File: src/design/exu_pkg.sv
package exu_pkg;

	localparam int PRF_IDX_W = 6;
	localparam int ROB_IDX_W = 5;
	localparam int BR_MASK_W = 4;
	localparam int XLEN      = 64;

	typedef enum logic [1:0] {SEL_NONE, SEL_ALU, SEL_BRANCH, SEL_MULT} fu_sel_e;

	typedef enum logic [2:0] {
		ALU_ADD, ALU_SUB, ALU_AND, ALU_OR, ALU_XOR, ALU_SLL, ALU_SRL, ALU_CMPLT
	} alu_op_e;

	// beq/bne test opa against zero, blt tests the sign of opa
	typedef enum logic [1:0] {BR_BEQ, BR_BNE, BR_BLT, BR_BR} br_op_e;

	typedef enum logic [1:0] {MULT_IDLE, MULT_BUSY, MULT_DONE} mult_state_e;

	typedef struct packed {
		logic                 vld;
		fu_sel_e              sel;
		alu_op_e              alu_op;
		br_op_e               br_op;
		logic [XLEN-1:0]      opa;
		logic [XLEN-1:0]      opb;
		logic [XLEN-1:0]      npc;
		logic                 pred_taken;
		logic [PRF_IDX_W-1:0] dest_tag;
		logic [ROB_IDX_W-1:0] rob_idx;
		logic [BR_MASK_W-1:0] br_mask;
		logic [BR_MASK_W-1:0] br_tag;
	} issue_pkt_t;

	typedef struct packed {
		logic                 vld;
		logic [PRF_IDX_W-1:0] dest_tag;
		logic [ROB_IDX_W-1:0] rob_idx;
		logic [BR_MASK_W-1:0] br_mask;
		logic [XLEN-1:0]      value;
	} unit_res_t;

	typedef struct packed {
		logic                 vld;
		logic [PRF_IDX_W-1:0] dest_tag;
		logic [ROB_IDX_W-1:0] rob_idx;
		logic [XLEN-1:0]      value;
	} cdb_pkt_t;

	typedef struct packed {
		logic                 vld;
		logic [ROB_IDX_W-1:0] rob_idx;
		logic                 taken;
		logic                 mispredict;
		logic [XLEN-1:0]      target;
	} br_res_t;

	typedef struct packed {
		logic                 recover;
		logic                 correct;
		logic [BR_MASK_W-1:0] tag;
	} br_fix_t;

	typedef struct packed {
		logic alu;
		logic br;
		logic mult;
	} unit_rdy_t;

	// op depends on the mispredicted branch
	function automatic logic br_killed(logic [BR_MASK_W-1:0] mask, br_fix_t fix);
		return fix.recover && |(mask & fix.tag);
	endfunction

	function automatic logic [BR_MASK_W-1:0] br_mask_upd(logic [BR_MASK_W-1:0] mask,
			br_fix_t fix);
		return fix.correct ? (mask & ~fix.tag) : mask;
	endfunction

endpackage
File: src/design/exu_cluster.sv
`timescale 1ns/100ps

module exu_cluster import exu_pkg::*; #(
	parameter int WB_CREDITS  = 2,
	parameter int MULT_CYCLES = 4
) (
	input  logic       clk,
	input  logic       rst,
	input  issue_pkt_t issue_i,
	input  br_fix_t    fix_i,
	input  logic       credit_ret_i,
	output unit_rdy_t  rdy_o,
	output cdb_pkt_t   cdb_o,
	output br_res_t    br_res_o
);

	issue_pkt_t pkt;
	logic       alu_start, br_start, mult_start;
	logic       alu_grant, br_grant, mult_grant;
	logic       alu_rdy, br_rdy, mult_rdy;
	unit_res_t  alu_res, br_res, mult_res;

	assign rdy_o = '{alu: alu_rdy, br: br_rdy, mult: mult_rdy};

	exu_issue_stage i_exu_issue_stage (
		.clk          (clk),
		.rst          (rst),
		.issue_i      (issue_i),
		.fix_i        (fix_i),
		.rdy_i        (rdy_o),
		.alu_start_o  (alu_start),
		.br_start_o   (br_start),
		.mult_start_o (mult_start),
		.pkt_o        (pkt)
	);

	exu_alu i_exu_alu (
		.clk     (clk),
		.rst     (rst),
		.start_i (alu_start),
		.pkt_i   (pkt),
		.fix_i   (fix_i),
		.grant_i (alu_grant),
		.res_o   (alu_res),
		.rdy_o   (alu_rdy)
	);

	exu_branch i_exu_branch (
		.clk      (clk),
		.rst      (rst),
		.start_i  (br_start),
		.pkt_i    (pkt),
		.fix_i    (fix_i),
		.grant_i  (br_grant),
		.res_o    (br_res),
		.br_res_o (br_res_o),
		.rdy_o    (br_rdy)
	);

	exu_mult_seq #(.MULT_CYCLES(MULT_CYCLES)) i_exu_mult_seq (
		.clk     (clk),
		.rst     (rst),
		.start_i (mult_start),
		.pkt_i   (pkt),
		.fix_i   (fix_i),
		.grant_i (mult_grant),
		.res_o   (mult_res),
		.rdy_o   (mult_rdy)
	);

	exu_cdb_arbiter #(.WB_CREDITS(WB_CREDITS)) i_exu_cdb_arbiter (
		.clk          (clk),
		.rst          (rst),
		.alu_res_i    (alu_res),
		.br_res_i     (br_res),
		.mult_res_i   (mult_res),
		.credit_ret_i (credit_ret_i),
		.alu_grant_o  (alu_grant),
		.br_grant_o   (br_grant),
		.mult_grant_o (mult_grant),
		.cdb_o        (cdb_o),
		.credits_o    ()
	);

endmodule

File: src/design/exu_cdb_arbiter.sv
`timescale 1ns/100ps

module exu_cdb_arbiter import exu_pkg::*; #(
	parameter int  WB_CREDITS = 2,
	localparam int CRED_W     = $clog2(WB_CREDITS + 1)
) (
	input  logic              clk,
	input  logic              rst,
	input  unit_res_t         alu_res_i,
	input  unit_res_t         br_res_i,
	input  unit_res_t         mult_res_i,
	input  logic              credit_ret_i,
	output logic              alu_grant_o,
	output logic              br_grant_o,
	output logic              mult_grant_o,
	output cdb_pkt_t          cdb_o,
	output logic [CRED_W-1:0] credits_o
);

	logic [CRED_W-1:0] credits_q;
	logic              has_cred;

	assign has_cred = credits_q != '0;

	// branch, then alu, then multiplier
	assign br_grant_o   = has_cred && br_res_i.vld;
	assign alu_grant_o  = has_cred && alu_res_i.vld && !br_res_i.vld;
	assign mult_grant_o = has_cred && mult_res_i.vld && !br_res_i.vld && !alu_res_i.vld;

	always_comb begin
		cdb_o = '0;
		if (br_grant_o)
			cdb_o = '{1'b1, br_res_i.dest_tag, br_res_i.rob_idx, br_res_i.value};
		else if (alu_grant_o)
			cdb_o = '{1'b1, alu_res_i.dest_tag, alu_res_i.rob_idx, alu_res_i.value};
		else if (mult_grant_o)
			cdb_o = '{1'b1, mult_res_i.dest_tag, mult_res_i.rob_idx, mult_res_i.value};
	end

	always_ff @(posedge clk) begin
		if (rst) begin
			credits_q <= CRED_W'(WB_CREDITS);
		end else begin
			case ({cdb_o.vld, credit_ret_i})
				2'b10:   credits_q <= credits_q - 1'b1;
				2'b01:   credits_q <= credits_q + 1'b1;
				default: credits_q <= credits_q;
			endcase
		end
	end

	assign credits_o = credits_q;

	a_grant_onehot: assert property (@(posedge clk) disable iff (rst)
		$onehot0({br_grant_o, alu_grant_o, mult_grant_o}));
	a_credit_bound: assert property (@(posedge clk) disable iff (rst)
		credits_q <= CRED_W'(WB_CREDITS));
	// downstream returns no more than it was given
	a_credit_ret: assert property (@(posedge clk) disable iff (rst)
		credit_ret_i |-> (credits_q < CRED_W'(WB_CREDITS)) || cdb_o.vld);

endmodule

File: src/design/exu_branch.sv
`timescale 1ns/100ps

module exu_branch import exu_pkg::*; (
	input  logic       clk,
	input  logic       rst,
	input  logic       start_i,
	input  issue_pkt_t pkt_i,
	input  br_fix_t    fix_i,
	input  logic       grant_i,
	output unit_res_t  res_o,
	output br_res_t    br_res_o,
	output logic       rdy_o
);

	logic      taken;
	logic      kill_new;
	logic      kill_held;
	unit_res_t link_q;
	br_res_t   br_res_q;

	always_comb begin
		case (pkt_i.br_op)
			BR_BEQ:  taken = (pkt_i.opa == '0);
			BR_BNE:  taken = (pkt_i.opa != '0);
			BR_BLT:  taken = pkt_i.opa[XLEN-1];
			default: taken = 1'b1;
		endcase
	end

	assign kill_new  = br_killed(pkt_i.br_mask, fix_i);
	assign kill_held = br_killed(link_q.br_mask, fix_i);

	// outcome lives for one cycle only
	always_ff @(posedge clk) begin
		if (rst) begin
			br_res_q.vld <= 1'b0;
		end else begin
			br_res_q.vld        <= start_i && !kill_new;
			br_res_q.rob_idx    <= pkt_i.rob_idx;
			br_res_q.taken      <= taken;
			br_res_q.mispredict <= taken != pkt_i.pred_taken;
			br_res_q.target     <= taken ? pkt_i.npc + pkt_i.opb : pkt_i.npc;
		end
	end

	// link value waits for the cdb like any other result
	always_ff @(posedge clk) begin
		if (rst) begin
			link_q.vld <= 1'b0;
		end else if (start_i) begin
			link_q.vld      <= !kill_new;
			link_q.dest_tag <= pkt_i.dest_tag;
			link_q.rob_idx  <= pkt_i.rob_idx;
			link_q.br_mask  <= br_mask_upd(pkt_i.br_mask, fix_i);
			link_q.value    <= pkt_i.npc;
		end else begin
			if (grant_i || kill_held)
				link_q.vld <= 1'b0;
			link_q.br_mask <= br_mask_upd(link_q.br_mask, fix_i);
		end
	end

	always_comb begin
		res_o = link_q;
		res_o.vld = link_q.vld && !kill_held;
	end

	assign br_res_o = br_res_q;
	assign rdy_o    = !start_i && (!link_q.vld || grant_i);

endmodule

File: src/design/exu_mult_seq.sv
`timescale 1ns/100ps

module exu_mult_seq import exu_pkg::*; #(
	parameter int MULT_CYCLES = 4
) (
	input  logic       clk,
	input  logic       rst,
	input  logic       start_i,
	input  issue_pkt_t pkt_i,
	input  br_fix_t    fix_i,
	input  logic       grant_i,
	output unit_res_t  res_o,
	output logic       rdy_o
);

	localparam int STEP  = XLEN / MULT_CYCLES;
	localparam int CNT_W = (MULT_CYCLES > 1) ? $clog2(MULT_CYCLES) : 1;

	mult_state_e          state_q;
	logic [CNT_W-1:0]     cnt_q;
	logic [XLEN-1:0]      mcand_q;
	logic [XLEN-1:0]      mplier_q;
	logic [XLEN-1:0]      acc_q;
	logic [XLEN-1:0]      partial;
	logic [PRF_IDX_W-1:0] dest_tag_q;
	logic [ROB_IDX_W-1:0] rob_idx_q;
	logic [BR_MASK_W-1:0] br_mask_q;
	logic                 kill;

	assign kill    = br_killed(br_mask_q, fix_i);
	// one slice of the multiplier per cycle
	assign partial = mcand_q * XLEN'(mplier_q[STEP-1:0]);

	always_ff @(posedge clk) begin
		if (rst) begin
			state_q <= MULT_IDLE;
			cnt_q   <= '0;
		end else begin
			case (state_q)
				MULT_IDLE: begin
					if (start_i && !br_killed(pkt_i.br_mask, fix_i)) begin
						state_q <= MULT_BUSY;
						cnt_q   <= '0;
					end
				end
				MULT_BUSY: begin
					if (kill)
						state_q <= MULT_IDLE;
					else if (cnt_q == CNT_W'(MULT_CYCLES - 1))
						state_q <= MULT_DONE;
					else
						cnt_q <= cnt_q + 1'b1;
				end
				MULT_DONE: if (grant_i || kill) state_q <= MULT_IDLE;
				default:   state_q <= MULT_IDLE;
			endcase
		end
	end

	always_ff @(posedge clk) begin
		if (state_q == MULT_IDLE && start_i) begin
			mcand_q    <= pkt_i.opa;
			mplier_q   <= pkt_i.opb;
			acc_q      <= '0;
			dest_tag_q <= pkt_i.dest_tag;
			rob_idx_q  <= pkt_i.rob_idx;
			br_mask_q  <= br_mask_upd(pkt_i.br_mask, fix_i);
		end else begin
			br_mask_q <= br_mask_upd(br_mask_q, fix_i);
			if (state_q == MULT_BUSY) begin
				acc_q    <= acc_q + partial;
				mcand_q  <= mcand_q << STEP;
				mplier_q <= mplier_q >> STEP;
			end
		end
	end

	assign res_o = '{vld: (state_q == MULT_DONE) && !kill, dest_tag: dest_tag_q,
		rob_idx: rob_idx_q, br_mask: br_mask_q, value: acc_q};
	assign rdy_o = ((state_q == MULT_IDLE) && !start_i) || ((state_q == MULT_DONE) && grant_i);

	a_start_in_idle: assert property (@(posedge clk) disable iff (rst)
		start_i |-> state_q == MULT_IDLE);

endmodule

File: src/design/exu_alu.sv
`timescale 1ns/100ps

module exu_alu import exu_pkg::*; (
	input  logic       clk,
	input  logic       rst,
	input  logic       start_i,
	input  issue_pkt_t pkt_i,
	input  br_fix_t    fix_i,
	input  logic       grant_i,
	output unit_res_t  res_o,
	output logic       rdy_o
);

	localparam int SHAMT_W = $clog2(XLEN);

	logic [XLEN-1:0] alu_val;
	unit_res_t       res_q;
	logic            kill_new;
	logic            kill_held;

	always_comb begin
		case (pkt_i.alu_op)
			ALU_ADD:   alu_val = pkt_i.opa + pkt_i.opb;
			ALU_SUB:   alu_val = pkt_i.opa - pkt_i.opb;
			ALU_AND:   alu_val = pkt_i.opa & pkt_i.opb;
			ALU_OR:    alu_val = pkt_i.opa | pkt_i.opb;
			ALU_XOR:   alu_val = pkt_i.opa ^ pkt_i.opb;
			ALU_SLL:   alu_val = pkt_i.opa << pkt_i.opb[SHAMT_W-1:0];
			ALU_SRL:   alu_val = pkt_i.opa >> pkt_i.opb[SHAMT_W-1:0];
			ALU_CMPLT: alu_val = {{(XLEN-1){1'b0}}, $signed(pkt_i.opa) < $signed(pkt_i.opb)};
			default:   alu_val = '0;
		endcase
	end

	assign kill_new  = br_killed(pkt_i.br_mask, fix_i);
	assign kill_held = br_killed(res_q.br_mask, fix_i);

	always_ff @(posedge clk) begin
		if (rst) begin
			res_q.vld <= 1'b0;
		end else if (start_i) begin
			res_q.vld      <= !kill_new;
			res_q.dest_tag <= pkt_i.dest_tag;
			res_q.rob_idx  <= pkt_i.rob_idx;
			res_q.br_mask  <= br_mask_upd(pkt_i.br_mask, fix_i);
			res_q.value    <= alu_val;
		end else begin
			if (grant_i || kill_held)
				res_q.vld <= 1'b0;
			res_q.br_mask <= br_mask_upd(res_q.br_mask, fix_i);
		end
	end

	always_comb begin
		res_o = res_q;
		res_o.vld = res_q.vld && !kill_held;
	end

	// a start in flight will occupy the hold register
	assign rdy_o = !start_i && (!res_q.vld || grant_i);

endmodule

File: src/design/exu_issue_stage.sv
`timescale 1ns/100ps

module exu_issue_stage import exu_pkg::*; (
	input  logic       clk,
	input  logic       rst,
	input  issue_pkt_t issue_i,
	input  br_fix_t    fix_i,
	input  unit_rdy_t  rdy_i,
	output logic       alu_start_o,
	output logic       br_start_o,
	output logic       mult_start_o,
	output issue_pkt_t pkt_o
);

	issue_pkt_t issue_nxt;
	issue_pkt_t pkt_q;
	logic       issue_ok;

	always_comb begin
		issue_nxt = issue_i;
		issue_nxt.vld = issue_i.vld && !br_killed(issue_i.br_mask, fix_i);
		issue_nxt.br_mask = br_mask_upd(issue_i.br_mask, fix_i);
	end

	always_ff @(posedge clk) begin
		if (rst) begin
			pkt_q.vld <= 1'b0;
		end else begin
			pkt_q <= issue_nxt;
		end
	end

	assign alu_start_o  = pkt_q.vld && (pkt_q.sel == SEL_ALU);
	assign br_start_o   = pkt_q.vld && (pkt_q.sel == SEL_BRANCH);
	assign mult_start_o = pkt_q.vld && (pkt_q.sel == SEL_MULT);
	assign pkt_o        = pkt_q;

	always_comb begin
		case (issue_i.sel)
			SEL_ALU:    issue_ok = rdy_i.alu;
			SEL_BRANCH: issue_ok = rdy_i.br;
			SEL_MULT:   issue_ok = rdy_i.mult;
			default:    issue_ok = 1'b1;
		endcase
	end

	// source must only issue to a unit that reported ready
	a_issue_to_ready: assert property (@(posedge clk) disable iff (rst)
		issue_i.vld |-> issue_ok);

endmodule

File: config.mk
export PLATFORM = sky130hd
export DESIGN_NAME = exu_cluster
export DESIGN_NICKNAME = d
export VERILOG_FILES = /design/src/design/exu_pkg.sv /design/src/design/exu_cluster.sv /design/src/design/exu_cdb_arbiter.sv /design/src/design/exu_branch.sv /design/src/design/exu_mult_seq.sv /design/src/design/exu_alu.sv /design/src/design/exu_issue_stage.sv
export SDC_FILE = /design/constraint.sdc
export NUM_CORES = 2
export LEC_CHECK = 0
export ABC_CLOCK_PERIOD_IN_PS = 7000
export BUFFER_PORTS_ARGS = -buffer_cell sky130_fd_sc_hd__buf_2
export CORE_MARGIN = 3
export CORE_UTILIZATION = 58
export DETAILED_ROUTE_END_ITERATION = 6
export HOLD_SLACK_MARGIN = 0.02
export PLACE_DENSITY = 0.88
export SLEW_MARGIN = 20
export SYNTH_ARGS = -nofsm -noshare
export SYNTH_HDL_FRONTEND = slang
export SYNTH_SLANG_ARGS = --single-unit
File: constraint.sdc
create_clock -name clk -period 7 [get_ports clk]
set_clock_uncertainty 0.1 [all_clocks]
set_input_delay 0.7 -clock clk [delete_from_list [all_inputs] [get_ports clk]]
set_output_delay 0.7 -clock clk [all_outputs]
set_load 0.01 [all_outputs]
== Word level (Yosys, flattened, before mapping) ==
Cells that the tools add are included.

* Output and inout bits: 151
* Word-level logic and storage cells: 184
* Input port bits: 229
* Bits in read-only memories: 0
* Bits in latches: 0
* Register bits: 661
* Memories: 0
* RAM bits: 0

* Bitwise operators: 15
* Multipliers: 1
* Reduce and logical (&&, ||, !) cells: 68
* Muxes and demuxes: 32
* Add/subtract/negate cells: 7
* Shift-type cells: 2
* Div/mod/pow operators: 0
* Equality and inequality tests: 23
* Order comparisons: 1

{| class="wikitable"
|+ Operators by type and width
! cell !! number
|-
| one-hot mux 64 bit (8 select lines) || 1
|-
| 2-to-1 mux 64 bit || 5
|-
| 2-to-1 mux 76 bit || 3
|-
| adder 64 bit || 3
|-
| bitwise AND 64 bit || 1
|-
| zero test 64 bit || 1
|-
| less-than comparator 64 bit || 1
|-
| multiplier 64 x 16 -> 64 bit || 1
|-
| OR 64 bit || 1
|-
| nonzero test 64 bit || 1
|-
| left shift 64 x 6 -> 64 bit || 1
|-
| >> shifter 64 x 6 -> 64 bit || 1
|-
| subtractor 64 bit || 1
|-
| bitwise XOR 64 bit || 1
|-
| bitwise AND 4 bit || 10
|-
| 2-to-1 mux 4 bit || 8
|-
| logical AND 1 bit || 25
|-
| OR reduction 4 bit || 5
|-
| nonzero test 2 bit || 9
|-
| 2-to-1 mux 2 bit || 7
|-
| equality test 2 bit, second input constant || 6
|-
| equality test 3 bit, second input constant || 4
|-
| zero test 1 bit || 12
|-
| equality test 2 x 1 -> 1 bit, second input constant || 4
|-
| other kinds (20) || 37
|}

== Longest topological paths before layout ==
* Word-level depth: 13
* Gate-level depth with buffers: 29

== Cells and area by module ==
Synthesis repeated with hierarchy kept, for this count alone.

* Cells, all modules: 8412
* Area total of the unflattened synthesis: 77352.9 um^2

{| class="wikitable"
|+ By module, submodules not included
! module !! area an instance (um^2) !! instances !! sequential area each (um^2) !! cells each
|-
| exu_mult_seq || 36706.5 || 1 || 5655.4 || 3961
|-
| exu_alu || 21748.4 || 1 || 2392.3 || 2954
|-
| exu_branch || 9860.7 || 1 || 4544.4 || 977
|-
| exu_issue_stage || 6681.4 || 1 || 6596.3 || 233
|-
| exu_cdb_arbiter || 2333.5 || 1 || 40.0 || 284
|-
| exu_cluster || 22.5 || 1 || 0.0 || 3
|}

== Worst setup path after synthesis ==
No wires, ideal clock.

* Path kind: in2reg
* From: input port rst
* To: register i_exu_issue_stage.pkt_q, in the netlist i_exu_issue_stage.pkt_o[219]
* Stages on the path: 2
* Setup time: 0.098 ns
* Data arrival time: 6.900 ns
* Setup slack: -0.098 ns
* Cell sequence: inv_1 > and3_1

{| class="wikitable"
|+ RTL lines
! item !! RTL line !! source
|-
| start: declaration || exu_cluster.sv:8 || <nowiki>input logic rst,</nowiki>
|-
| end signal: assignment || exu_issue_stage.sv:29 || <nowiki>pkt_q <= issue_nxt;</nowiki>
|-
| end: declaration || exu_issue_stage.sv:16 || <nowiki>issue_pkt_t pkt_q;</nowiki>
|}

No word-level cell between the ends.

== Final worst setup path ==
* From: register i_exu_mult_seq.mplier_q[2]
* To: register i_exu_mult_seq.acc_q[51]

* Cells in the longest elaborated chain, start to end: 2

{| class="wikitable"
|+ Ends and longest elaborated chain
! item !! RTL line !! source
|-
| start: declaration || exu_mult_seq.sv:22 || <nowiki>logic [XLEN-1:0] mplier_q;</nowiki>
|-
| start signal: assignment || exu_mult_seq.sv:63 || <nowiki>mplier_q <= pkt_i.opb;</nowiki>
|-
| start signal: assignment || exu_mult_seq.sv:73 || <nowiki>mplier_q <= mplier_q >> STEP;</nowiki>
|-
| multiplier 64 x 16 -> 64 bit || exu_mult_seq.sv:32 || <nowiki>assign partial = mcand_q * XLEN'(mplier_q[STEP-1:0]);</nowiki>
|-
| adder 64 bit || exu_mult_seq.sv:71 || <nowiki>acc_q <= acc_q + partial;</nowiki>
|-
| end signal: assignment || exu_mult_seq.sv:71 ||
|-
| end: declaration || exu_mult_seq.sv:23 || <nowiki>logic [XLEN-1:0] acc_q;</nowiki>
|}

Every way passes these cells.
A chain may end at the register's enable or synchronous reset.

==> flow_summary_export.csv <==
group,metric,value,unit
power_and_ir_drop,p_int,0.0191,W
power_and_ir_drop,power_leakage,38.3,nW
cells_and_area,nNetsFinal,10000,
synthesis,synth_warnings,0,
routing,drt_wl_total,324,mm
timing,setup-violations-final,8,
placement,place_ws,-0.638,ns
global_route,grt_pass1_vias,67000,
critical_path,r2r-end,"i_exu_mult_seq.acc_q[51]",
timing,max_freq,0.140,GHz
critical_path,required,7.45,ns
critical_path,endpoint,"i_exu_mult_seq.acc_q[51]",
critical_path,worstPathMaxFanout,4,
timing,worst_slack,-0.121,ns
critical_path,regToRegStartpoint,"i_exu_mult_seq.mplier_q[2]",
timing,period_share,1.02,
clock_tree,clkSinkCount,661,
hold_path,hold_depth,1,
placement,place_congestion,1.13,
floorplan,initial_core_util,0.589,
critical_path,cp_num_cells,27,
power_and_ir_drop,irDropWorstVdd,942,uV
synthesis,synth_area,73400,sq um
synthesis,synthArstFlopShare,0,
power_and_ir_drop,power.density,448,nW/um^2
synthesis,synth_top_area_frac,0.240,
timing,rsz0062_at_grt,"yes",
routing,drc,6,
critical_path,rr_worst_depth,27,
synthesis,synth_edf_count,587,
critical_path,start_kind,"flop",
floorplan,rows,129,
critical_path,arrival,7.57,ns
synthesis,avgSynthCellArea,8.95,sq um
routing,vias,69200,
clock_tree,cts_root_buffer,"clkbuf_16",
clock_tree,tritoncts,"built",
synthesis,synth_commonest_cells,"inv_1 (1312), nand2_1 (1121), fa_1 (817)",
floorplan,io_pins,380,
power_and_ir_drop,clkPwrFrac,0.120,
cells_and_area,n_fill_cell,9499,
floorplan,die_h,362,um
timing,finalHoldViolations,0,
cells_and_area,area_growth_syn_to_layout,13.3,%
cells_and_area,post-route-cell-area,83200,sq um
power_and_ir_drop,p_sw,0.0181,W
hold_path,holdCritPathClass,"in2reg",
run_status,outcome,"complete, but fails checks",
synthesis,post-synth-top-count-cell,"inv_1",
timing,period_minus_slack,7.12,ns
synthesis,synth_nets,9608,
critical_path,critPathCaptureType,"flop",
clock_tree,clockBufferDepth,3,
global_route,overflow,0,
placement,hpwlAfterDp,251,mm
power_and_ir_drop,combPwrFrac,0.737,
routing,viasPerCell,6.67,
synthesis,postSynthCellCount,8204,
placement,postPlaceCellArea,78800,sq um
routing,firstDrtPassIters,7,
clock_tree,numCtsBuffers,79,
power_and_ir_drop,seq_power_share,0.143,
critical_path,worstSetupPathType,"reg2reg",
critical_path,max_stage_delay,0.55,ns
global_route,antenna_found_initial,37,
placement,portBuffers,375,
synthesis,synthFlopType,"edfxtp_1",
routing,drtIter0Drc,11300,
floorplan,chipWidth,362,um
critical_path,crit_start,"i_exu_mult_seq.mplier_q[2]",
synthesis,ys_ff_latch,661,
global_route,grt_max_degree,155,
routing,routedWlPerCell,31.2,um
synthesis,yosysSeqAreaShare,0.260,
clock_tree,cts.htree.levels,3,
synthesis,netlist_top_cells_area,"edfxtp_1 (24%), fa_1 (22%), inv_1 (6.7%)",
critical_path,cp_top_family,"adder cells",
critical_path,critPathSlowestCell,"fa_1",
timing,tightest_slew,1.34,ns
timing,maxSlewViolCount,0,
routing,detail-route-antenna-nets,0,
global_route,track_usage,0.480,
cells_and_area,seq_area,19100,sq um
run_status,violations,"design-rule violations, negative setup slack",
synthesis,ys_types,91,
power_and_ir_drop,p_sw_frac,0.486,
cells_and_area,multi_input_area,48000,sq um
clock_tree,worstSkewPairLatency,0.74,ns
critical_path,path_buf_inv,8,
cells_and_area,drive_above_1_share,0.136,
critical_path,reg2reg_slack,-0.12,ns
global_route,grt_pass1_wl,456,mm
floorplan,die-area,131000,sq um
floorplan,coreArea,125000,sq um
timing,relSlewSlack,0.101,
power_and_ir_drop,totalPowerFinal,0.0373,W
clock_tree,clk_pin_slew_worst_paths,0.06,ns
run,maxCapViolCount,0,
synthesis,synth_top_cell_by_area,"edfxtp_1",
-- worst min-delay path by stage --
stage / endpoint / from / slack (ns)
floorplan: i_exu_mult_seq.cnt_q[1] / i_exu_mult_seq.cnt_q[1] / 0.34
global placement: i_exu_mult_seq.cnt_q[1] / i_exu_mult_seq.cnt_q[1] / 0.34
detailed placement: i_exu_mult_seq.cnt_q[1] / i_exu_mult_seq.cnt_q[1] / 0.35
CTS: i_exu_issue_stage.pkt_o[74] / issue_i[74] / 0.02
global route: i_exu_issue_stage.pkt_o[134] / issue_i[134] / 0.03
finish: i_exu_issue_stage.pkt_o[212] / issue_i[212] / 0.03
-- registers in the layout, indices dropped and copies added, names as in the netlist, 4 cells and up --
name                       cells
i_exu_issue_stage.pkt_o      216
i_exu_alu.res_o               79
i_exu_branch.res_o            79
i_exu_branch.br_res_o         72
i_exu_mult_seq.acc_q          64
i_exu_mult_seq.mcand_q        64
i_exu_mult_seq.mplier_q       64
i_exu_mult_seq.dest_tag_q      6
i_exu_mult_seq.rob_idx_q       5
i_exu_mult_seq.br_mask_q       4
-- metrics by stage --
stage               TNS [ns]  hold slack [ns]  utilization  std cells
floorplan                  0            0.336            -       8204
CTS                        0           0.0204        0.659      10300
detailed placement     -6.38            0.352        0.633      10100
global placement       -3.82            0.344        0.633      10100
global route           -2.82           0.0257        0.667      10400
finish                -0.535           0.0293        0.668      10400
-- cell usage in the layout (no fill, tap or decap), types with 91 or more instances in the layout --
master,Yosys,final
ha_1,358,352
buf_4,3,392
mux2i_1,228,228
o21ai_0,491,474
fa_1,817,809
nand2_1,1121,1117
edfxtp_1,587,587
buf_2,22,375
xnor2_1,100,98
inv_1,1312,1301
and2_1,279,275
a21oi_1,493,480
nor2_1,441,433
a21o_1,114,114
nor3_1,96,91
-- final cells by class --
class / instances / area share
Clock inverter: 48 / 0.00796
Clock buffer: 100 / 0.0254
Inverter: 1320 / 0.0597
Antenna cell: 22 / 0.000662
Sequential cell: 661 / 0.230
Multi-Input combinational cell: 5725 / 0.577
Timing Repair Buffer: 858 / 0.0749
Tap cell: 1637 / 0.0246
-- worst reg2reg max path: cells and delay by family (launching register included) --
| kind | cells | cell delay [ns] |
|---|---|---|
| compound gates | 10 | 1.99 |
| xor+xnor | 1 | 0.16 |
| fa+ha+maj | 7 | 3.05 |
| buf+inv | 8 | 1.12 |
| flops | 1 | 0.40 |
| simple gates | 1 | 0.14 |
-- layer usage --
layer	up-vias	routed length [um]	global-route usage	share of wire
met1	33500	109000	0.592	0.34
met4	32	33900	0.386	0.10
met2	5936	133000	0.685	0.41
met5	-	210	0	0.00065
li1	28200	-	-	-
met3	1542	47600	0.166	0.15
-- power by group through the flow --
stage | clock (W) | sequential [W] | combinational (W)
after floorplan | 0 | 0.00504 | 0.0152
after global placement | 0 | 0.00533 | 0.0232
after detailed placement | 0 | 0.00534 | 0.0239
after CTS | 0.00447 | 0.00526 | 0.0247
after global routing | 0.00463 | 0.00530 | 0.0295
final | 0.00447 | 0.00533 | 0.0275
-- cell families after synthesis --
family,after synthesis,synth area share
mux,302,0.0467
buf+inv,1818,0.0938
flops,661,0.260
compound gates,1794,0.156
simple gates,2286,0.140
xor+xnor,168,0.0200
fa+ha+maj,1175,0.284
-- timing repair --
item                       4_1_cts  5_1_grt
gates cloned                     1        7
hold endpoints to repair        27        0
pin swaps                       11       62
buffers inserted                 8       29
setup endpoints to repair       26       29
hold buffers                    27        0
gates resized for setup         43      128
Note: power is estimated with default switching activity, not from simulation.
